[src/hdl/vaddr_cfg_pkg.sv]
// Address width, data path width, page size, burst limit and queue depth constants
package vaddr_cfg_pkg;

  ////////////////////////////////////////////////////////////
  // Address space
  ////////////////////////////////////////////////////////////

  // Physical address width
  localparam int unsigned AddrWidth = 32;
  // Offset bits inside one 4 KiB page
  localparam int unsigned PageBits = 12;

  ////////////////////////////////////////////////////////////
  // Data path and bursts
  ////////////////////////////////////////////////////////////

  // 64-bit data path
  localparam int unsigned DataBytes = 8;
  localparam int unsigned DataBytesLog = 3;
  // Longest incrementing burst in beats
  localparam int unsigned MaxBurstBeats = 256;

  ////////////////////////////////////////////////////////////
  // Instruction side and command queue
  ////////////////////////////////////////////////////////////

  // Width of the element count of one instruction
  localparam int unsigned LenWidth = 16;
  // Entries of the queue toward the load/store units
  localparam int unsigned CmdQueueDepth = 4;

endpackage

[src/hdl/vaddr_types_pkg.sv]
// Address and length types, element width and operation enums, address command struct
package vaddr_types_pkg;

  ////////////////////////////////////////////////////////////
  // Scalar types
  ////////////////////////////////////////////////////////////

  // Byte address
  typedef logic [vaddr_cfg_pkg::AddrWidth-1:0] addr_t;
  // Number of elements of one instruction
  typedef logic [vaddr_cfg_pkg::LenWidth-1:0] len_t;

  ////////////////////////////////////////////////////////////
  // Enums
  ////////////////////////////////////////////////////////////

  // Element width, encoded as log2 of the bytes per element
  typedef enum logic [1:0] {
    EW8  = 2'd0,
    EW16 = 2'd1,
    EW32 = 2'd2,
    EW64 = 2'd3
  } vew_e;

  // Vector memory operation
  // VLE/VSE are unit-stride, VLSE/VSSE are strided
  typedef enum logic [1:0] {
    VLE  = 2'd0,
    VSE  = 2'd1,
    VLSE = 2'd2,
    VSSE = 2'd3
  } vmem_op_e;

  ////////////////////////////////////////////////////////////
  // Command toward the load/store units
  ////////////////////////////////////////////////////////////

  // One issued AR or AW request as seen by the load/store units
  typedef struct packed {
    // Start address of the request
    addr_t                                           addr;
    // Beat count minus one
    logic [$clog2(vaddr_cfg_pkg::MaxBurstBeats)-1:0] len;
    // Log2 of bytes per beat
    logic [2:0]                                      size;
    // Set for AR, clear for AW
    logic                                            is_load;
  } ax_cmd_t;

endpackage

[src/hdl/vaddr_req_if.sv]
// Request interface from instruction acceptance to burst splitting, with its modports
`timescale 1ns/100ps

interface vaddr_req_if;
  import vaddr_types_pkg::*;

  // Handshake
  // valid holds with stable fields until ready
  logic  valid;
  // One-cycle pulse once the last request of the operation is issued
  logic  ready;

  // Request fields
  addr_t addr;
  len_t  len;
  addr_t stride;
  vew_e  vew;
  // Read channel when set
  logic  is_load;
  // Unit-stride operation, cut into incrementing bursts
  logic  is_burst;

  // Acceptance side
  modport accept (
    output valid, addr, len, stride, vew, is_load, is_burst,
    input  ready
  );

  // Splitting side
  modport split (
    input  valid, addr, len, stride, vew, is_load, is_burst,
    output ready
  );

endinterface

[src/hdl/vinsn_accept.sv]
// Vector memory instruction acceptance with alignment check and acknowledge
`timescale 1ns/100ps

module vinsn_accept (
  input  logic                      clk_i,
  input  logic                      rst_ni,
  input  logic                      req_valid_i,
  input  vaddr_types_pkg::vmem_op_e req_op_i,
  input  vaddr_types_pkg::addr_t    req_addr_i,
  input  vaddr_types_pkg::len_t     req_len_i,
  input  vaddr_types_pkg::addr_t    req_stride_i,
  input  vaddr_types_pkg::vew_e     req_vew_i,
  output logic                      ack_o,
  output logic                      error_o,
  vaddr_req_if.accept               req
);
  import vaddr_types_pkg::*;

  typedef enum logic [1:0] {
    IDLE,
    CHECK,
    ISSUE
  } state_e;

  state_e   state_q, state_d;

  // Registered instruction
  vmem_op_e op_q;
  addr_t    addr_q;
  len_t     len_q;
  addr_t    stride_q;
  vew_e     vew_q;

  logic     misaligned;
  // Acknowledge one cycle after the splitter is done
  logic     ack_q;

  // Any set address bit below the element width
  function automatic logic is_misaligned(addr_t addr, vew_e vew);
    addr_t mask;
    mask = addr_t'((1 << vew) - 1);
    return |(addr & mask);
  endfunction

  assign misaligned = is_misaligned(addr_q, vew_q);

  ////////////////////////////////////////////////////////////
  // Request toward the splitter
  ////////////////////////////////////////////////////////////

  assign req.addr     = addr_q;
  assign req.len      = len_q;
  assign req.stride   = stride_q;
  assign req.vew      = vew_q;
  assign req.is_load  = (op_q == VLE) || (op_q == VLSE);
  assign req.is_burst = (op_q == VLE) || (op_q == VSE);

  // Valid from the check cycle on, if the base is aligned
  assign req.valid = ((state_q == CHECK) && !misaligned) || (state_q == ISSUE);

  // Error ack comes straight out of the check cycle
  assign error_o = (state_q == CHECK) && misaligned;
  assign ack_o   = error_o || ack_q;

  always_comb begin
    state_d = state_q;
    case (state_q)
      IDLE: begin
        if (req_valid_i) state_d = CHECK;
      end
      CHECK: begin
        if (misaligned || req.ready) state_d = IDLE;
        else state_d = ISSUE;
      end
      ISSUE: begin
        if (req.ready) state_d = IDLE;
      end
      default: state_d = IDLE;
    endcase
  end

  always_ff @(posedge clk_i or negedge rst_ni) begin
    if (!rst_ni) begin
      state_q <= IDLE;
      ack_q   <= 1'b0;
    end else begin
      state_q <= state_d;
      ack_q   <= req.valid && req.ready;
    end
  end

  // New instructions are only taken while idle
  always_ff @(posedge clk_i) begin
    if (state_q == IDLE && req_valid_i) begin
      op_q     <= req_op_i;
      addr_q   <= req_addr_i;
      len_q    <= req_len_i;
      stride_q <= req_stride_i;
      vew_q    <= req_vew_i;
    end
  end

endmodule

[src/hdl/burst_splitter.sv]
// Burst splitter FSM cutting requests into AR/AW bursts or strided single beats
`timescale 1ns/100ps

module burst_splitter (
  input  logic                     clk_i,
  input  logic                     rst_ni,
  input  logic                     st_pending_i,
  input  logic                     ar_ready_i,
  input  logic                     aw_ready_i,
  input  logic                     q_full_i,
  input  logic                     q_empty_i,
  input  logic                     q_head_is_load_i,
  output logic                     ar_valid_o,
  output logic                     aw_valid_o,
  output vaddr_types_pkg::ax_cmd_t ax_o,
  output logic                     push_o,
  vaddr_req_if.split               req
);
  import vaddr_cfg_pkg::*;
  import vaddr_types_pkg::*;

  typedef enum logic [1:0] {
    IDLE,
    WAITING,
    REQUESTING
  } state_e;

  state_e state_q, state_d;

  // Current request
  addr_t  addr_q;
  len_t   len_q;
  addr_t  stride_q;
  vew_e   vew_q;
  logic   is_load_q;
  logic   is_burst_q;

  // Bounds of the pending burst, all beat aligned except the end
  addr_t  start_q, end_q, next_q;

  // Bounds calculator inputs and results
  addr_t  calc_addr;
  len_t   calc_len;
  vew_e   calc_vew;
  addr_t  calc_bytes, calc_start, calc_last, calc_cap;
  addr_t  calc_end, calc_next;

  // Burst accounting
  logic [PageBits-1:0]              span_m1;
  logic [PageBits:0]                span_bytes;
  logic [PageBits:0]                consumed;
  len_t                             len_rem;
  logic [$clog2(MaxBurstBeats)-1:0] burst_len;

  logic   chan_ready, dir_ok, st_clear, issue, last_beat;

  // Clear the byte offset inside one beat
  function automatic addr_t align_beat(addr_t addr);
    return {addr[AddrWidth-1:DataBytesLog], {DataBytesLog{1'b0}}};
  endfunction

  ////////////////////////////////////////////////////////////
  // Burst bounds
  ////////////////////////////////////////////////////////////

  // New request while idle, otherwise the burst after the current one
  assign calc_addr = (state_q == IDLE) ? req.addr : next_q;
  assign calc_len  = (state_q == IDLE) ? req.len  : len_rem;
  assign calc_vew  = (state_q == IDLE) ? req.vew  : vew_q;

  assign calc_bytes = addr_t'(calc_len) << calc_vew;
  assign calc_start = align_beat(calc_addr);
  // One past the beat holding the last data byte
  assign calc_last  = align_beat(calc_addr + calc_bytes - 1) + addr_t'(DataBytes);
  // One past the longest burst
  assign calc_cap   = calc_start + addr_t'(MaxBurstBeats * DataBytes);

  always_comb begin
    calc_next = ((calc_last - calc_start) > addr_t'(MaxBurstBeats * DataBytes)) ?
                calc_cap : calc_last;
    calc_end  = calc_next - 1;
    // Stop at the end of the 4 KiB page
    if (calc_end[AddrWidth-1:PageBits] != calc_start[AddrWidth-1:PageBits]) begin
      calc_end  = {calc_start[AddrWidth-1:PageBits], {PageBits{1'b1}}};
      calc_next = {calc_start[AddrWidth-1:PageBits] + 1'b1, {PageBits{1'b0}}};
    end
  end

  // Beats minus one of the pending burst
  assign span_m1   = end_q[PageBits-1:0] - start_q[PageBits-1:0];
  assign burst_len = span_m1[DataBytesLog +: $clog2(MaxBurstBeats)];

  // Elements covered from the current address to the burst end
  assign span_bytes = {1'b0, end_q[PageBits-1:0]} - {1'b0, addr_q[PageBits-1:0]} + 1'b1;
  assign consumed   = span_bytes >> vew_q;
  // Last burst may round up past the final element
  assign len_rem    = (len_q > len_t'(consumed)) ? len_q - len_t'(consumed) : '0;

  ////////////////////////////////////////////////////////////
  // Issue
  ////////////////////////////////////////////////////////////

  assign chan_ready = is_load_q ? ar_ready_i : aw_ready_i;
  // Keep responses in order across AR and AW
  assign dir_ok     = q_empty_i || (q_head_is_load_i == is_load_q);
  // Stores stay behind a pending scalar store
  assign st_clear   = is_load_q || !st_pending_i;
  assign issue      = (state_q == REQUESTING) && chan_ready && !q_full_i && dir_ok && st_clear;
  assign last_beat  = is_burst_q ? (len_rem == '0) : (len_q == len_t'(1));

  assign ar_valid_o = issue && is_load_q;
  assign aw_valid_o = issue && !is_load_q;
  assign push_o     = issue;

  always_comb begin
    ax_o.addr    = addr_q;
    ax_o.is_load = is_load_q;
    if (is_burst_q) begin
      // Full data path beats
      ax_o.len  = burst_len;
      ax_o.size = 3'(DataBytesLog);
    end else begin
      // One element per beat
      ax_o.len  = '0;
      ax_o.size = {1'b0, vew_q};
    end
  end

  ////////////////////////////////////////////////////////////
  // FSM
  ////////////////////////////////////////////////////////////

  always_comb begin
    state_d   = state_q;
    req.ready = 1'b0;
    case (state_q)
      IDLE: begin
        if (req.valid) begin
          // Empty operation is done at once
          if (req.len == '0) req.ready = 1'b1;
          else if (!req.is_load && st_pending_i) state_d = WAITING;
          else state_d = REQUESTING;
        end
      end
      WAITING: begin
        if (!st_pending_i) state_d = REQUESTING;
      end
      REQUESTING: begin
        if (issue && last_beat) begin
          req.ready = 1'b1;
          state_d   = IDLE;
        end
      end
      default: state_d = IDLE;
    endcase
  end

  always_ff @(posedge clk_i or negedge rst_ni) begin
    if (!rst_ni) state_q <= IDLE;
    else state_q <= state_d;
  end

  always_ff @(posedge clk_i) begin
    if (state_q == IDLE && req.valid) begin
      addr_q     <= req.addr;
      len_q      <= req.len;
      stride_q   <= req.stride;
      vew_q      <= req.vew;
      is_load_q  <= req.is_load;
      is_burst_q <= req.is_burst;
      start_q    <= calc_start;
      end_q      <= calc_end;
      next_q     <= calc_next;
    end else if (issue) begin
      if (is_burst_q) begin
        // Move on to the next burst
        addr_q  <= next_q;
        len_q   <= len_rem;
        start_q <= calc_start;
        end_q   <= calc_end;
        next_q  <= calc_next;
      end else begin
        // Next strided element
        addr_q <= addr_q + stride_q;
        len_q  <= len_q - 1'b1;
      end
    end
  end

endmodule

[src/hdl/ax_cmd_fifo.sv]
// Type-parameterized circular command queue toward the load/store units
`timescale 1ns/100ps

module ax_cmd_fifo #(
  parameter type payload_t = logic
) (
  input  logic     clk_i,
  input  logic     rst_ni,
  input  logic     push_i,
  input  payload_t data_i,
  input  logic     pop_i,
  output payload_t data_o,
  output logic     valid_o,
  output logic     full_o,
  output logic     empty_o
);
  import vaddr_cfg_pkg::*;

  // Storage
  payload_t                         mem_q [CmdQueueDepth];

  // Pointers and fill level
  logic [$clog2(CmdQueueDepth)-1:0] wr_ptr_q, rd_ptr_q;
  logic [$clog2(CmdQueueDepth):0]   count_q;

  logic                             do_push, do_pop;

  assign full_o  = (count_q == CmdQueueDepth);
  assign empty_o = (count_q == '0);
  assign valid_o = !empty_o;
  // Head entry
  assign data_o  = mem_q[rd_ptr_q];

  // Writes to a full queue and reads from an empty one are dropped
  assign do_push = push_i && !full_o;
  assign do_pop  = pop_i && !empty_o;

  always_ff @(posedge clk_i or negedge rst_ni) begin
    if (!rst_ni) begin
      wr_ptr_q <= '0;
      rd_ptr_q <= '0;
      count_q  <= '0;
    end else begin
      if (do_push) begin
        wr_ptr_q <= (wr_ptr_q == CmdQueueDepth - 1) ? '0 : wr_ptr_q + 1'b1;
      end
      if (do_pop) begin
        rd_ptr_q <= (rd_ptr_q == CmdQueueDepth - 1) ? '0 : rd_ptr_q + 1'b1;
      end
      // Fill level
      if (do_push && !do_pop) count_q <= count_q + 1'b1;
      else if (do_pop && !do_push) count_q <= count_q - 1'b1;
    end
  end

  always_ff @(posedge clk_i) begin
    if (do_push) mem_q[wr_ptr_q] <= data_i;
  end

endmodule

[src/hdl/vaddr_gen_top.sv]
// Top level of the vector address generator with plain AR/AW and command queue ports
`timescale 1ns/100ps

module vaddr_gen_top (
  input  logic                                            clk_i,
  input  logic                                            rst_ni,
  // Instruction request
  input  logic                                            req_valid_i,
  input  vaddr_types_pkg::vmem_op_e                       req_op_i,
  input  vaddr_types_pkg::addr_t                          req_addr_i,
  input  vaddr_types_pkg::len_t                           req_len_i,
  input  vaddr_types_pkg::addr_t                          req_stride_i,
  input  vaddr_types_pkg::vew_e                           req_vew_i,
  // Status
  output logic                                            ack_o,
  output logic                                            error_o,
  // Core
  input  logic                                            st_pending_i,
  // Read address channel
  output vaddr_types_pkg::addr_t                          ar_addr_o,
  output logic [$clog2(vaddr_cfg_pkg::MaxBurstBeats)-1:0] ar_len_o,
  output logic [2:0]                                      ar_size_o,
  output logic                                            ar_valid_o,
  input  logic                                            ar_ready_i,
  // Write address channel
  output vaddr_types_pkg::addr_t                          aw_addr_o,
  output logic [$clog2(vaddr_cfg_pkg::MaxBurstBeats)-1:0] aw_len_o,
  output logic [2:0]                                      aw_size_o,
  output logic                                            aw_valid_o,
  input  logic                                            aw_ready_i,
  // Command queue
  output vaddr_types_pkg::ax_cmd_t                        cmd_o,
  output logic                                            cmd_valid_o,
  input  logic                                            cmd_pop_i
);
  import vaddr_types_pkg::*;

  vaddr_req_if req_if ();

  // Splitter to queue
  ax_cmd_t ax_cmd;
  logic    ax_push;
  logic    q_full, q_empty;

  vinsn_accept u_accept (
    .clk_i        (clk_i),
    .rst_ni       (rst_ni),
    .req_valid_i  (req_valid_i),
    .req_op_i     (req_op_i),
    .req_addr_i   (req_addr_i),
    .req_len_i    (req_len_i),
    .req_stride_i (req_stride_i),
    .req_vew_i    (req_vew_i),
    .ack_o        (ack_o),
    .error_o      (error_o),
    .req          (req_if.accept)
  );

  burst_splitter u_splitter (
    .clk_i            (clk_i),
    .rst_ni           (rst_ni),
    .st_pending_i     (st_pending_i),
    .ar_ready_i       (ar_ready_i),
    .aw_ready_i       (aw_ready_i),
    .q_full_i         (q_full),
    .q_empty_i        (q_empty),
    .q_head_is_load_i (cmd_o.is_load),
    .ar_valid_o       (ar_valid_o),
    .aw_valid_o       (aw_valid_o),
    .ax_o             (ax_cmd),
    .push_o           (ax_push),
    .req              (req_if.split)
  );

  ax_cmd_fifo #(
    .payload_t (ax_cmd_t)
  ) u_cmd_fifo (
    .clk_i   (clk_i),
    .rst_ni  (rst_ni),
    .push_i  (ax_push),
    .data_i  (ax_cmd),
    .pop_i   (cmd_pop_i),
    .data_o  (cmd_o),
    .valid_o (cmd_valid_o),
    .full_o  (q_full),
    .empty_o (q_empty)
  );

  // Both channels carry the same request fields
  assign ar_addr_o = ax_cmd.addr;
  assign ar_len_o  = ax_cmd.len;
  assign ar_size_o = ax_cmd.size;
  assign aw_addr_o = ax_cmd.addr;
  assign aw_len_o  = ax_cmd.len;
  assign aw_size_o = ax_cmd.size;

endmodule

[config.mk]
export PLATFORM = sky130hd
export DESIGN_NAME = vaddr_gen_top
export DESIGN_NICKNAME = d
export VERILOG_FILES = /design/src/hdl/vaddr_cfg_pkg.sv /design/src/hdl/vaddr_types_pkg.sv /design/src/hdl/vaddr_req_if.sv /design/src/hdl/vinsn_accept.sv /design/src/hdl/burst_splitter.sv /design/src/hdl/ax_cmd_fifo.sv /design/src/hdl/vaddr_gen_top.sv
export SDC_FILE = /design/constraint.sdc
export NUM_CORES = 1
export LEC_CHECK = 0
export ABC_AREA = 1
export BUFFER_PORTS_ARGS = -buffer_cell sky130_fd_sc_hd__buf_2
export CAP_MARGIN = 10
export CORE_ASPECT_RATIO = 0.9
export CORE_UTILIZATION = 35
export CTS_BUF_LIST = sky130_fd_sc_hd__clkbuf_4
export CTS_CLUSTER_SIZE = 28
export DETAILED_ROUTE_END_ITERATION = 7
export HOLD_SLACK_MARGIN = 0.06
export PLACE_DENSITY_LB_ADDON = 0.08
export SLEW_MARGIN = 20
export SYNTH_ARGS = -nofsm -noshare
export SYNTH_HDL_FRONTEND = slang
export SYNTH_SLANG_ARGS = --single-unit
export TNS_END_PERCENT = 20
[constraint.sdc]
create_clock -name clk_i -period 26.1 [get_ports clk_i]
set_clock_uncertainty 0.2 [all_clocks]
set_input_delay 3.915 -clock clk_i [delete_from_list [all_inputs] [get_ports clk_i]]
set_output_delay 3.915 -clock clk_i [all_outputs]
set_load 0.05 [all_outputs]
==> impl_metrics.py <==
metrics = {
    "grt": {
        "grt_util_all_layers_pct": 22.7,
        "grt_pass1_wl_mm": 135,
        "number_of_global_route_vias_before_repair": 22500,
        "grt_start_max_net_pins": 90,
        "grt_antenna_before_repair": 7,
        "gr-total-overflow": 0,
    },
    "synthesis": {
        "synth.top_cells.by_area": "edfxtp_1 (43%), nand2_1 (8.6%), ha_1 (7.9%)",
        "synth_flop_cell": "edfxtp_1",
        "yosys_warnings": 0,
        "synth_enable_flop_cells": 386,
        "yosysTopAreaCellShare_pct": 43.2,
        "syn-instance-count": 3151,
        "synth_sequential_area_ratio_pct": 44.3,
        "async_flop_share_pct": 3.02,
        "avgSynthCellArea_sq_um": 8.52,
        "post_synth_num_cell_types": 62,
        "ys_ff_latch": 398,
        "synth_area_leader_cell": "edfxtp_1",
        "post_synth_instance_area_sq_um": 26900,
    },
    "setup_path": {
        "slowest_stage_cell_crit_path": "nand3_2",
        "r2r_setup_slack_ps": 10490,
        "worstReg2RegEnd": "u_splitter.end_q[3]",
        "worst_r2r_startpoint": "u_splitter.addr_q[4]",
        "critPathMostFrequentCell": "nand2_1",
        "critical_path_arrival_ps": 15940,
        "max_stage_delay_ps": 650,
        "crit_type": "reg2reg",
        "critPathRequiredTime_ps": 26440,
        "critical_path.endpoint_type": "flop",
        "worst_reg2reg_path_depth": 84,
        "crit_fanout": 36,
        "worst_setup_path_start_kind": "flop",
    },
    "clock_tree": {
        "cts_root_buffer": "clkbuf_4",
        "ctsLongestPathBuffers": 3,
        "post-cts-setup-buffers": 0,
        "clock_tree.htree_level_count": 3,
        "clk_latency_worst_skew_pair_ps": 880,
        "cts_tree": "done",
        "cts-hold-fix-buffers": 0,
        "cts_made_buffers": 107,
        "postCtsResizedCells": 0,
        "clock_sinks": 398,
        "cts.clk_slew.worst_paths_ps": 70,
    },
    "detailed_routing": {
        "ant_nets": 0,
        "detailed_route_via_count": 22800,
        "top_layer_used": "met5",
        "detail_route.drc_violations": 0,
        "drt_first_iter_violations": 1417,
        "met2_wirelength_mm": 41.1,
        "routed_via_density": 5.06,
        "wl_per_cell_um": 19.8,
        "met1_length_mm": 42.1,
        "postRouteWirelength_mm": 89.4,
        "routed-wl-met3_mm": 3.98,
        "dr.pass1.iters": 5,
    },
    "run": {
        "timing.max_cap.violations": 0,
    },
    "place": {
        "last_weighted_congestion_value_of_the_routability_driven_placer": 0.940,
        "dpl.cell_count": 4311,
        "placed_cell_area_sq_um": 28900,
        "detail_placement_hpwl_mm": 69.0,
        "port_buffers": 222,
    },
    "sta": {
        "final.min_clock_period_ps": 15610,
        "clock.fmax_mhz": 64.1,
        "grt_setup_unrepaired": "no",
        "final_max_slew_viol_count": 0,
        "final-hold-violation-count": 0,
        "report.final.setup_viol": 0,
        "slew_headroom_pct": 20.5,
        "transition_time_at_the_pin_with_the_least_slew_margin_ps": 1180,
        "tns_ps": 0,
        "layout_worst_path_cycle_share_pct": 59.8,
    },
    "die": {
        "die_w_um": 294,
        "top_level_ports": 226,
        "fp.dieArea_sq_um": 77800,
        "row_count": 95,
        "die-height_um": 265,
        "core_area_sq_um": 75200,
        "initial_core_util_pct": 35.7,
    },
    "hold_path": {
        "timing.hold.worst.start": "u_accept.req.stride[17]",
        "hold_path.class": "reg2reg",
        "hold_path_end": "u_splitter.stride_q[17]",
        "min_path_cells": 0,
    },
    "status": {
        "run_status": "complete, no violations",
    },
    "cells_and_area": {
        "multiInputGateArea_sq_um": 12700,
        "postLayoutCellArea_sq_um": 30300,
        "drive_gt1_share_pct": 16.1,
        "finalNonFillerCells": 4508,
        "seq_area_sq_um": 11900,
        "synthToLayoutAreaGrowth_pct": 12.7,
        "nNetsFinal": 3667,
        "fillers": 7768,
        "layout.cells.most_common": "nand2_1",
        "most-common-layout-cells": "nand2_1 (611), inv_1 (416), edfxtp_1 (386)",
    },
}
## metal layers
| metal | vias to the layer above | global-route usage (%) |
|---|---|---|
| met5 | - | 0 |
| met1 | 10900 | 31.3 |
| li1 | 11300 | - |
| met4 | 4 | 7.04 |
| met2 | 582 | 37.0 |
| met3 | 108 | 2.90 |
## layout make-up
class | count | share of cell area, %
inverter | 432 | 5.36
sequential | 398 | 39.3
timing repair buffer | 267 | 4.79
antenna | 7 | 0.0579
clock inverter | 31 | 0.480
multi-input combinational | 2196 | 41.9
clock buffer | 159 | 3.94
tap | 1018 | 4.21
## cells in the mapped netlist (5+ instances only)
cell / instances
nor2_4: 5
nand2_4: 8
o22ai_1: 55
nor4_1: 10
a21oi_1: 141
a21o_1: 5
o21ai_0: 231
edfxtp_1: 386
nand3_1: 105
xor2_1: 121
xnor2_1: 30
ha_1: 169
mux2i_1: 14
o211ai_1: 6
fa_1: 5
dfrtp_1: 12
buf_6: 6
o21a_1: 8
clkbuf_1: 55
o21bai_1: 9
nand3_2: 11
nor2_2: 19
nand2_2: 34
o21ai_1: 12
nor3_1: 34
a31oi_1: 19
or2_2: 15
buf_4: 60
inv_1: 417
nand3b_1: 10
a211oi_1: 7
nand2_1: 612
nor2_1: 333
o221ai_1: 23
inv_2: 11
nand4_1: 103
## flip-flops by register name (all words and copies together) (netlist names), 3 cells and up
| register | flops |
|---|---|
| u_splitter.stride_q | 32 |
| u_splitter.len_q | 16 |
| u_cmd_fifo.mem_q | 172 |
| u_accept.req.stride | 32 |
| u_splitter.start_q | 8 |
| u_splitter.next_q | 29 |
| u_cmd_fifo.count_q | 3 |
| u_accept.req.addr | 32 |
| u_accept.req.len | 16 |
| u_splitter.addr_q | 32 |
| u_splitter.end_q | 9 |
## kinds of logic after synthesis
kind of cell / after synthesis / share of synthesized area, %
compound gates: 541 / 11.4
xor+xnor: 151 / 4.92
fa+ha+maj: 174 / 8.25
buf+inv: 559 / 8.84
flops: 398 / 44.3
mux: 15 / 0.564
other cells: 1 / 0.0140
simple gates: 1312 / 21.7
## critical path: cells and delay by family (launching register included)
kind / cells / cell delay (ps)
flip-flops: 1 / 490
buffers and inverters: 13 / 980
adder cells (fa/ha/maj): 7 / 2250
XOR/XNOR: 2 / 490
multiplexers: 1 / 130
AND/OR/NAND/NOR: 42 / 6990
AO/OA/AOI/OAI: 19 / 3660
## through the flow
step	hold WS (ps)	util (%)	setup slack (ps)
after floorplan	200	-	14660
after global placement	204	38.4	9850
after detailed placement	205	38.4	9820
after global routing	172	40.2	8920
final	177	40.2	10490
after CTS	151	40.2	9690
## how the worst max path moves through the flow
| stage | start | to | slack [ps] | depth (start not counted) |
|---|---|---|---|---|
| after global routing | u_splitter.addr_q[5] | u_splitter.end_q[3] | 8920 | 79 |
| after global placement | u_splitter.addr_q[4] | u_splitter.end_q[3] | 9850 | 84 |
| after CTS | u_splitter.addr_q[4] | u_splitter.end_q[3] | 9690 | 84 |
| after detailed placement | u_splitter.addr_q[4] | u_splitter.end_q[3] | 9820 | 84 |
| final | u_splitter.addr_q[4] | u_splitter.end_q[3] | 10490 | 84 |
| after floorplan | u_splitter.addr_q[4] | u_splitter.next_q[20] | 14660 | 86 |
Power is not shown: default switching activity piles up to over one toggle a cycle in this logic, so the estimate is an artifact.
